### src/cong_man_pkg.sv
////////////////////////////////////////
// Four egress ports with four queues each, 8-byte words, lengths up to 2047
// Queue id is {port, queue index}; counter address is {queue id, drop type}
////////////////////////////////////////
package cong_man_pkg;

    // Queue geometry
    localparam int NUM_EGR_PORTS   = 4;
    localparam int QUEUES_PER_PORT = 4;
    localparam int NUM_QUEUES      = NUM_EGR_PORTS * QUEUES_PER_PORT;
    localparam int PORT_WIDTH      = $clog2(NUM_EGR_PORTS);
    localparam int QIDX_WIDTH      = $clog2(QUEUES_PER_PORT);
    localparam int QUEUE_ID_WIDTH  = $clog2(NUM_QUEUES);
    localparam int PRIO_WIDTH      = 3;

    // Word and length sizes
    localparam int DATA_BYTES = 8;
    localparam int DATA_WIDTH = DATA_BYTES * 8;
    localparam int LEN_WIDTH  = 11;
    localparam int OCC_WIDTH  = 16;

    // Drop counters
    localparam int CNTR_WIDTH      = 32;
    localparam int NUM_DROP_TYPES  = 2;
    localparam int NUM_CNTRS       = NUM_QUEUES * NUM_DROP_TYPES;
    localparam int CNTR_ADDR_WIDTH = $clog2(NUM_CNTRS);

    typedef logic [QUEUE_ID_WIDTH-1:0] queue_id_t;

    typedef enum logic {
        POLICER_DROP,
        QUEUE_FULL_DROP
    } drop_type_t;

    typedef enum logic [1:0] {
        READ,
        READ_AND_CLEAR,
        CLEAR_ALL
    } cntr_op_t;

    typedef enum logic {
        INIT,
        ACTIVE
    } counter_state_t;

    ////////////////////////////////////////
    // Sideband and strobe structs

    // Valid on the first word of a packet only
    typedef struct packed {
        logic [PORT_WIDTH-1:0] egress_port;
        logic [PRIO_WIDTH-1:0] prio;
        logic                  policer_mark;
        logic [LEN_WIDTH-1:0]  byte_length;
    } pkt_meta_t;

    typedef struct packed {
        queue_id_t            queue;
        logic [LEN_WIDTH-1:0] byte_length;
    } out_meta_t;

    typedef struct packed {
        logic                 valid;
        queue_id_t            queue;
        logic [OCC_WIDTH-1:0] threshold;
    } thresh_wr_t;

    // Also used for the admit update into the occupancy table
    typedef struct packed {
        logic                 valid;
        queue_id_t            queue;
        logic [LEN_WIDTH-1:0] bytes;
    } deq_t;

    typedef struct packed {
        logic       valid;
        queue_id_t  queue;
        drop_type_t drop_type;
    } drop_evt_t;

    typedef struct packed {
        logic       valid;
        cntr_op_t   op;
        queue_id_t  queue;
        drop_type_t drop_type;
    } cntr_req_t;

    typedef struct packed {
        logic                  valid;
        logic [CNTR_WIDTH-1:0] value;
    } cntr_rsp_t;

endpackage

### src/cong_man_thresh_table.sv
////////////////////////////////////////
// Thresholds reset to all ones; a write is seen from the next cycle
////////////////////////////////////////
`timescale 1ns/1ps

module cong_man_thresh_table (
    input  logic                                  counter_access,
    input  logic                                  rst_n,
    input  cong_man_pkg::thresh_wr_t              thresh_wr,
    input  cong_man_pkg::queue_id_t               rd_queue,
    output logic [cong_man_pkg::OCC_WIDTH-1:0]    rd_threshold
);

    import cong_man_pkg::*;

    logic [OCC_WIDTH-1:0] thresholds [NUM_QUEUES];

    always_ff @(posedge counter_access) begin
        if (!rst_n) begin
            thresholds <= '{default: '1};
        end else if (thresh_wr.valid) begin
            thresholds[thresh_wr.queue] <= thresh_wr.threshold;
        end
    end

    // Lookup for the queue under decision
    assign rd_threshold = thresholds[rd_queue];

endmodule

### src/cong_man_occupancy.sv
////////////////////////////////////////
// Byte count per queue; dequeue saturates at zero
// Admission must keep every count below 2^16
////////////////////////////////////////
`timescale 1ns/1ps

module cong_man_occupancy (
    input  logic                                  counter_access,
    input  logic                                  rst_n,
    input  cong_man_pkg::deq_t                    admit,
    input  cong_man_pkg::deq_t                    deq,
    input  cong_man_pkg::queue_id_t               rd_queue,
    output logic [cong_man_pkg::OCC_WIDTH-1:0]    rd_bytes
);

    import cong_man_pkg::*;

    logic [OCC_WIDTH-1:0] counts      [NUM_QUEUES];
    logic [OCC_WIDTH-1:0] counts_next [NUM_QUEUES];
    logic [OCC_WIDTH:0]   admit_ext;
    logic [OCC_WIDTH:0]   deq_ext;

    assign admit_ext = {{(OCC_WIDTH + 1 - LEN_WIDTH){1'b0}}, admit.bytes};
    assign deq_ext   = {{(OCC_WIDTH + 1 - LEN_WIDTH){1'b0}}, deq.bytes};

    // Admit and dequeue both apply when they hit one queue together
    for (genvar q = 0; q < NUM_QUEUES; q++) begin : g_queue
        logic [OCC_WIDTH:0] sum;
        logic [OCC_WIDTH:0] sub;
        logic [OCC_WIDTH:0] diff;

        assign sum  = {1'b0, counts[q]} +
                      ((admit.valid && admit.queue == queue_id_t'(q)) ? admit_ext : '0);
        assign sub  = (deq.valid && deq.queue == queue_id_t'(q)) ? deq_ext : '0;
        assign diff = sum - sub;

        // Clamp at zero on over-dequeue
        assign counts_next[q] = (sum > sub) ? diff[OCC_WIDTH-1:0] : '0;
    end

    always_ff @(posedge counter_access) begin
        if (!rst_n) begin
            counts <= '{default: '0};
        end else begin
            counts <= counts_next;
        end
    end

    assign rd_bytes = counts[rd_queue];

    // The queue-full check upstream keeps counts in range
    a_admit_no_wrap: assert property (
        @(posedge counter_access) disable iff (!rst_n)
        admit.valid |-> ({1'b0, counts[admit.queue]} + admit_ext) <= {1'b0, {OCC_WIDTH{1'b1}}}
    );

endmodule

### src/cong_man_admission.sv
////////////////////////////////////////
// No back-pressure; in_meta is only looked at on the first word of a packet
// Drop is decided once per packet and applied to all of its words
////////////////////////////////////////
`timescale 1ns/1ps

module cong_man_admission (
    input  logic                                  counter_access,
    input  logic                                  rst_n,
    input  logic                                  in_valid,
    input  logic                                  in_last,
    input  logic [cong_man_pkg::DATA_WIDTH-1:0]   in_data,
    input  cong_man_pkg::pkt_meta_t               in_meta,
    output logic                                  out_valid,
    output logic                                  out_last,
    output logic [cong_man_pkg::DATA_WIDTH-1:0]   out_data,
    output cong_man_pkg::out_meta_t               out_meta,
    output cong_man_pkg::queue_id_t               lookup_queue,
    input  logic [cong_man_pkg::OCC_WIDTH-1:0]    occupancy,
    input  logic [cong_man_pkg::OCC_WIDTH-1:0]    threshold,
    output cong_man_pkg::deq_t                    admit,
    output cong_man_pkg::drop_evt_t               drop_evt
);

    import cong_man_pkg::*;

    typedef struct packed {
        logic                  valid;
        logic                  first;
        logic                  last;
        logic                  police;
        queue_id_t             queue;
        logic [LEN_WIDTH-1:0]  len;
        logic [DATA_WIDTH-1:0] data;
    } stage_t;

    // Prio 7, 6, 5 to queues 3, 2, 1; everything else to queue 0
    function automatic logic [QIDX_WIDTH-1:0] prio_to_queue(input logic [PRIO_WIDTH-1:0] prio);
        case (prio)
            3'd7:    return 2'd3;
            3'd6:    return 2'd2;
            3'd5:    return 2'd1;
            default: return 2'd0;
        endcase
    endfunction

    stage_t             s0;
    logic               in_sop;
    logic               pkt_drop;
    logic               out_eop_q;
    logic               drop_open;
    logic               new_pkt;
    logic               full;
    logic               drop_decision;
    logic               drop_now;
    logic [OCC_WIDTH:0] occ_plus_len;

    ////////////////////////////////////////
    // Stage 0

    always_ff @(posedge counter_access) begin
        if (!rst_n) begin
            in_sop   <= 1'b1;
            s0.valid <= 1'b0;
            s0.first <= 1'b0;
        end else begin
            s0.valid <= in_valid;
            s0.first <= in_valid && in_sop;
            s0.last  <= in_last;
            s0.data  <= in_data;
            if (in_valid) begin
                in_sop <= in_last;
            end
            // Packet fields held for the rest of the packet
            if (in_valid && in_sop) begin
                s0.queue  <= {in_meta.egress_port, prio_to_queue(in_meta.prio)};
                s0.len    <= in_meta.byte_length;
                s0.police <= in_meta.policer_mark && (in_meta.prio < 3'd6);
            end
        end
    end

    ////////////////////////////////////////
    // Stage 1 decision

    assign lookup_queue = s0.queue;
    assign new_pkt      = s0.valid && s0.first;

    assign occ_plus_len  = {1'b0, occupancy} + {{(OCC_WIDTH + 1 - LEN_WIDTH){1'b0}}, s0.len};
    assign full          = occ_plus_len > {1'b0, threshold};
    assign drop_decision = s0.police || full;
    assign drop_now      = s0.first ? drop_decision : pkt_drop;

    // Occupancy update lands on the same edge as the output register
    assign admit = '{valid: new_pkt && !drop_decision, queue: s0.queue, bytes: s0.len};

    always_ff @(posedge counter_access) begin
        if (!rst_n) begin
            out_valid      <= 1'b0;
            out_last       <= 1'b0;
            out_eop_q      <= 1'b0;
            pkt_drop       <= 1'b0;
            drop_evt.valid <= 1'b0;
        end else begin
            out_valid <= s0.valid && !drop_now;
            out_last  <= s0.valid && s0.last && !drop_now;
            out_eop_q <= s0.valid && s0.last;
            out_data  <= s0.data;
            out_meta  <= '{queue: s0.queue, byte_length: s0.len};

            drop_evt.valid     <= new_pkt && drop_decision;
            drop_evt.queue     <= s0.queue;
            drop_evt.drop_type <= s0.police ? POLICER_DROP : QUEUE_FULL_DROP;

            if (new_pkt) begin
                pkt_drop <= drop_decision;
            end
        end
    end

    // Open from a drop event until the dropped packet's last word has passed
    always_ff @(posedge counter_access) begin
        if (!rst_n) begin
            drop_open <= 1'b0;
        end else if (drop_evt.valid && !out_eop_q) begin
            drop_open <= 1'b1;
        end else if (out_eop_q) begin
            drop_open <= 1'b0;
        end
    end

    // Nothing of a dropped packet reaches the output, up to its last word
    a_drop_suppresses_pkt: assert property (
        @(posedge counter_access) disable iff (!rst_n)
        (drop_evt.valid || drop_open) |-> !out_valid
    );

endmodule

### src/cong_man_drop_counters.sv
////////////////////////////////////////
// Drop events during INIT are not counted
// Requests wait while cntr_ready is low
////////////////////////////////////////
`timescale 1ns/1ps

module cong_man_drop_counters (
    input  logic                    counter_access,
    input  logic                    rst_n,
    input  cong_man_pkg::drop_evt_t drop_evt,
    input  cong_man_pkg::cntr_req_t cntr_req,
    output logic                    cntr_ready,
    output cong_man_pkg::cntr_rsp_t cntr_rsp
);

    import cong_man_pkg::*;

    logic [CNTR_WIDTH-1:0]      cntr_mem [NUM_CNTRS];
    counter_state_t             state;
    logic [CNTR_ADDR_WIDTH-1:0] sweep_addr;
    logic [CNTR_ADDR_WIDTH-1:0] evt_addr;
    logic [CNTR_ADDR_WIDTH-1:0] req_addr;
    logic                       req_accept;
    logic                       inc_pending;
    logic [CNTR_ADDR_WIDTH-1:0] inc_addr;
    logic [CNTR_WIDTH-1:0]      inc_base;
    logic [CNTR_WIDTH-1:0]      inc_sum;
    logic                       rsp_valid;
    logic [CNTR_WIDTH-1:0]      rsp_value;

    assign evt_addr = {drop_evt.queue, drop_evt.drop_type};
    assign req_addr = {cntr_req.queue, cntr_req.drop_type};
    assign inc_sum  = inc_base + CNTR_WIDTH'(1);

    // Requests never overlap an increment, so the write port is free
    assign cntr_ready = (state == ACTIVE) && !drop_evt.valid && !inc_pending;
    assign req_accept = cntr_req.valid && cntr_ready;

    assign cntr_rsp = '{valid: rsp_valid, value: rsp_value};

    ////////////////////////////////////////
    // Control FSM

    always_ff @(posedge counter_access) begin
        if (!rst_n) begin
            state       <= INIT;
            sweep_addr  <= '0;
            inc_pending <= 1'b0;
            rsp_valid   <= 1'b0;
        end else begin
            inc_pending <= drop_evt.valid && (state == ACTIVE);
            rsp_valid   <= req_accept;
            case (state)
                INIT: begin
                    sweep_addr <= sweep_addr + 1'b1;
                    if (sweep_addr == CNTR_ADDR_WIDTH'(NUM_CNTRS - 1)) begin
                        state <= ACTIVE;
                    end
                end
                ACTIVE: begin
                    if (req_accept && cntr_req.op == CLEAR_ALL) begin
                        state      <= INIT;
                        sweep_addr <= '0;
                    end
                end
                default: state <= INIT;
            endcase
        end
    end

    ////////////////////////////////////////
    // Counter memory

    always_ff @(posedge counter_access) begin
        // Read half of the increment, forwarding a write still in flight
        inc_addr <= evt_addr;
        if (inc_pending && inc_addr == evt_addr) begin
            inc_base <= inc_sum;
        end else begin
            inc_base <= cntr_mem[evt_addr];
        end

        // Value before any clear
        if (cntr_req.op == CLEAR_ALL) begin
            rsp_value <= '0;
        end else begin
            rsp_value <= cntr_mem[req_addr];
        end

        if (state == INIT) begin
            cntr_mem[sweep_addr] <= '0;
        end else if (inc_pending) begin
            cntr_mem[inc_addr] <= inc_sum;
        end else if (req_accept && cntr_req.op == READ_AND_CLEAR) begin
            cntr_mem[req_addr] <= '0;
        end
    end

    // CLEAR_ALL is held off while an increment is in flight
    a_no_inc_in_init: assert property (
        @(posedge counter_access) disable iff (!rst_n)
        inc_pending |-> state == ACTIVE
    );

endmodule

### src/cong_man_top.sv
////////////////////////////////////////
// Word in at edge N leaves at edge N+2 when admitted
////////////////////////////////////////
`timescale 1ns/1ps

module cong_man_top (
    input  logic                                  counter_access,
    input  logic                                  rst_n,
    input  logic                                  in_valid,
    input  logic                                  in_last,
    input  logic [cong_man_pkg::DATA_WIDTH-1:0]   in_data,
    input  cong_man_pkg::pkt_meta_t               in_meta,
    output logic                                  out_valid,
    output logic                                  out_last,
    output logic [cong_man_pkg::DATA_WIDTH-1:0]   out_data,
    output cong_man_pkg::out_meta_t               out_meta,
    input  cong_man_pkg::thresh_wr_t              thresh_wr,
    input  cong_man_pkg::deq_t                    deq,
    input  cong_man_pkg::cntr_req_t               cntr_req,
    output logic                                  cntr_ready,
    output cong_man_pkg::cntr_rsp_t               cntr_rsp
);

    import cong_man_pkg::*;

    queue_id_t            lookup_queue;
    logic [OCC_WIDTH-1:0] occupancy;
    logic [OCC_WIDTH-1:0] threshold;
    deq_t                 admit;
    drop_evt_t            drop_evt;

    cong_man_admission u_admission (
        .counter_access (counter_access),
        .rst_n          (rst_n),
        .in_valid       (in_valid),
        .in_last        (in_last),
        .in_data        (in_data),
        .in_meta        (in_meta),
        .out_valid      (out_valid),
        .out_last       (out_last),
        .out_data       (out_data),
        .out_meta       (out_meta),
        .lookup_queue   (lookup_queue),
        .occupancy      (occupancy),
        .threshold      (threshold),
        .admit          (admit),
        .drop_evt       (drop_evt)
    );

    // Both tables answer the same lookup
    cong_man_thresh_table u_thresh_table (
        .counter_access (counter_access),
        .rst_n          (rst_n),
        .thresh_wr      (thresh_wr),
        .rd_queue       (lookup_queue),
        .rd_threshold   (threshold)
    );

    cong_man_occupancy u_occupancy (
        .counter_access (counter_access),
        .rst_n          (rst_n),
        .admit          (admit),
        .deq            (deq),
        .rd_queue       (lookup_queue),
        .rd_bytes       (occupancy)
    );

    cong_man_drop_counters u_drop_counters (
        .counter_access (counter_access),
        .rst_n          (rst_n),
        .drop_evt       (drop_evt),
        .cntr_req       (cntr_req),
        .cntr_ready     (cntr_ready),
        .cntr_rsp       (cntr_rsp)
    );

endmodule

### config.mk
export PLATFORM = sky130hd
export DESIGN_NAME = cong_man_top
export DESIGN_NICKNAME = d
export VERILOG_FILES = /design/src/cong_man_pkg.sv /design/src/cong_man_thresh_table.sv /design/src/cong_man_occupancy.sv /design/src/cong_man_admission.sv /design/src/cong_man_drop_counters.sv /design/src/cong_man_top.sv
export SDC_FILE = /design/constraint.sdc
export NUM_CORES = 2
export LEC_CHECK = 0
export BUFFER_PORTS_ARGS = -buffer_cell sky130_fd_sc_hd__clkbuf_2
export CORE_AREA = 10 10 500 502
export CTS_CLUSTER_DIAMETER = 200
export DETAILED_ROUTE_END_ITERATION = 10
export DIE_AREA = 0 0 510 512
export MAX_ROUTING_LAYER = met4
export PLACE_DENSITY = 0.63
export SYNTH_ARGS = -nofsm -noshare
export SYNTH_HDL_FRONTEND = slang
export SYNTH_SLANG_ARGS = --single-unit
### constraint.sdc
create_clock -name counter_access -period 28.3 [get_ports counter_access]
set_input_delay 1.415 -clock counter_access [delete_from_list [all_inputs] [get_ports counter_access]]
set_output_delay 1.415 -clock counter_access [all_outputs]
set_load 0.01 [all_outputs]
==> results by group <==
Outcome
  – Outcome: complete, no violations

Pwr
  – Internal power: 5.21 mW
  – Net switching power: roughly 2.4 mW
  – Clk network pwr share: 34.1%
  – Leakage: 41.0 nW
  – Worst vdd ir: 55.8 uV
  – Sw frac: 31.2%
  – Sequential Power Share: 40.4%
  – Total power: 7.57 mW
  – Comb power frac: 25.6%
  – P per Cell Area: between 70 and 80 nW/um^2

CTS
  – CTS tree: yes
  – H-tree depth: 4
  – Clk sink count: 1786
  – Post-CTS Setup Bufs: 0
  – Cts hold-fix bufs: 0
  – CTS max path bufs: 3
  – Latest clock arrival within the worst-skew pair: 0.86 ns
  – CTS clk-pin slew, worst paths: ~0.060 ns
  – CTS Root Cell: clkbuf_16
  – Inserted Clock Buffers: 191
  – Post-cts resize count: 0

Worst setup path
  – Cell mode on critical path: ha_1
  – Reg-to-reg endpoint: u_occupancy.counts[22]
  – Worst EP arrival: 12.80 ns
  – Worst Path Required: 28.94 ns
  – RR Startpoint: u_admission.lookup_queue[0]
  – Critical path type: reg2reg
  – Reg2Reg Setup Slack: 16.14 ns
  – Register-to-Register Path Depth: 30
  – Critical Path End: u_occupancy.counts[22]
  – CP endpoint kind: flip-flop
  – Slowest stage delay, CP: 1.08 ns
  – Crit path max fanout: 39
  – Setup crit start: u_admission.lookup_queue[0]
  – Slowest library cell on the worst path: o31ai_2
  – Startpoint types: flip-flop

Global route
  – First-pass GRT wire length: 431000 microns
  – GRT Util Overall: 22.3%
  – Initial antenna violation count: 12
  – Remaining Overflow, GRT: 0
  – Largest net degree at the start of global routing: 233
  – Vias in the first global route: 66800

Floorplan
  – Die X-Extent: about 500 microns
  – Core area: 240000 sq um
  – DIE AREA: 261000 sq um
  – Initial Utilization: 39.8%
  – Boundary Pins: 245
  – Core Rows: 180
  – Die outline height: 512 microns

Synthesis
  – Register area share after synthesis: 49.9%
  – Mapped Area: 95400 sq um
  – Synth Flop Type: edfxtp_1
  – #FFs+latches synth: 1786
  – Post-synth ARST share: 0%
  – Post-Synthesis Cells: 7589
  – Number of synthesized flops with an enable pin: 1185
  – Syn nets: 8134
  – Yosys warns: 0
  – Syn_area_per_cell: 12.6 sq um
  – Post-synth cell types: 81

Cells and area
  – Final Util: between 40% and 50%
  – Commonest cells after routing, fill and taps aside: edfxtp_1 (1185), nand2_1 (870), mux4_2 (800)
  – Share of cells above drive strength 1: 19.9%
  – Cell area after layout: about 110000 sq um
  – Area Growth Syn to Fin: 12.1%
  – Final Non-Filler Cells: roughly 11000
  – Nets@finish: 8299
  – Commonest non-fill, non-tap cell in the layout: edfxtp_1

Placement
  – DP Worst Slack: 16.23 ns
  – Dpl cell area: 100000 sq um
  – Routability cong.: between 0.9 and 1
  – Dpl hpwl: 186000 microns
  – PortBufs: approximately 240
  – Dpl cells: ~11000

Timing
  – Tightest Pin Transition: ~1.3 ns
  – Min Hold Slack: 0.387 ns
  – Slew headroom: approximately 13%
  – Setup Skew: roughly 0.068 ns
  – Pins Over Slew Limit: 0
  – Setup ws final: around 16 ns
  – Highest clock rate: between 80 and 90 MHz
  – Fin crit share: around 43%
  – Total negative slack: 0 ns
  – Number of setup violations in the final report: 0
  – Period minus WS final: 12.16 ns
  – Final hold vios: 0
  – RSZ-0062 raised after global routing: no

Routing
  – Drc violations: 0
  – Vias/cell: between 6 and 7
  – Final Routed Wirelength: around 290000 microns
  – DRT Pass-1 Iters: 9
  – Routed WL per cell: between 20 and 30 microns
  – Detailed Route Iter0 Violations: 8069
  – Final antenna-violating net count: 0
  – Via count: roughly 67000

Job
  – Max cap viols: 0

Min path
  – Worst hold path type: reg2reg
-- final cells by class --
class / instances / area, sq um
clock buffers: 266 / 5340
well taps: 3185 / 3990
inverters: 208 / 781
multi-input cells: 5182 / 45700
repair buffers: 385 / 2380
diodes: 6 / 15.0
clock inverters: 87 / 1090
flip-flops and latches: 1786 / 47600
fillers: 21400 / 133000
-- sequential cells by signal, indices dropped and copies added (netlist names), 2 cells and up, named ones only --
name and flops:
u_admission.admit 11, u_admission.drop_evt 2, u_admission.lookup_queue 4, u_admission.out_data 64, u_admission.out_meta 15, u_admission.s0 68, u_drop_counters.cntr_mem 1024, u_drop_counters.inc_addr 5
u_drop_counters.inc_base 32, u_drop_counters.rsp_value 32, u_drop_counters.sweep_addr 5, u_occupancy.counts 256, u_thresh_table.thresholds 256
-- synth_stat cells (56+ instances only) --
cell type | n | area share (%)
edfxtp_1 | 1185 | 37
nand2_1 | 871 | 3.4
mux4_2 | 800 | 19
nor2_1 | 749 | 2.9
dfxtp_1 | 601 | 13
ha_1 | 382 | 5.0
nand3_1 | 370 | 1.9
clkbuf_1 | 299 | 1.2
a21oi_1 | 273 | 1.4
xnor2_1 | 259 | 2.4
inv_1 | 208 | 0.82
o21ai_0 | 145 | 0.76
xor2_1 | 135 | 1.2
a21o_1 | 116 | 0.91
nor3_1 | 113 | 0.59
nor2b_1 | 100 | 0.66
buf_1 | 99 | 0.39
a211oi_1 | 69 | 0.54
o21a_1 | 58 | 0.46
mux2i_1 | 57 | 0.60
and3_1 | 56 | 0.37
-- worst max-delay path, delay by kind of cell (launching register included) --
family	cells	cell delay, ns
AOI/OAI and AO/OA	13	5.17
adders and majority gates	6	2.08
and+or+nand+nor	6	1.82
buffers and inverters	2	1.29
muxes	2	1.07
DFF	1	0.32
xor gates and xnor gates	1	0.16
-- power by group through the flow --
stage	Clock (mW)	Sequential [mW]	Combinational, mW
finish	2.58	3.05	1.94
global placement	0	3.10	1.88
global route	2.73	3.06	2.12
detailed placement	0	3.10	1.91
CTS	2.62	3.05	1.92
floorplan	0	3.02	1.48
-- worst min-delay path by stage --
stage          cells past startpoint               startpoint                          end  slack [ns]
6_report                           0       u_admission.s0[54]     u_admission.out_data[54]        0.39
5_1_grt                            0       u_admission.s0[54]     u_admission.out_data[54]        0.37
2_1_floorplan                      0  u_admission.drop_evt[0]  u_drop_counters.inc_addr[0]        0.38
4_1_cts                            0       u_admission.s0[54]     u_admission.out_data[54]        0.38
3_3_place_gp                       0       u_admission.s0[49]     u_admission.out_data[49]        0.40
3_5_place_dp                       0       u_admission.s0[30]     u_admission.out_data[30]        0.40
-- kinds of logic (layout without fill, tap and decap cells) --
family	after synthesis	count (layout)	share of synthesized area, %
simple gates	2536	2536	11.9
fa+ha+maj	415	415	5.70
compound gates	965	965	6.72
buf+inv	621	946	2.48
flops	1786	1786	49.9
other cells	0	6	0
mux	872	872	19.7
xor+xnor	394	394	3.62
-- metal layers --
layer | global-route usage (%) | vias up | share of wire, %
met5 | - | - | 0
met4 | 7.74 | 0 | 3.9
met3 | 3.78 | 631 | 8.3
met2 | 36.2 | 3258 | 48
met1 | 28.4 | 33900 | 40
li1 | - | 29100 | -
(Power assumes the default switching activity.)
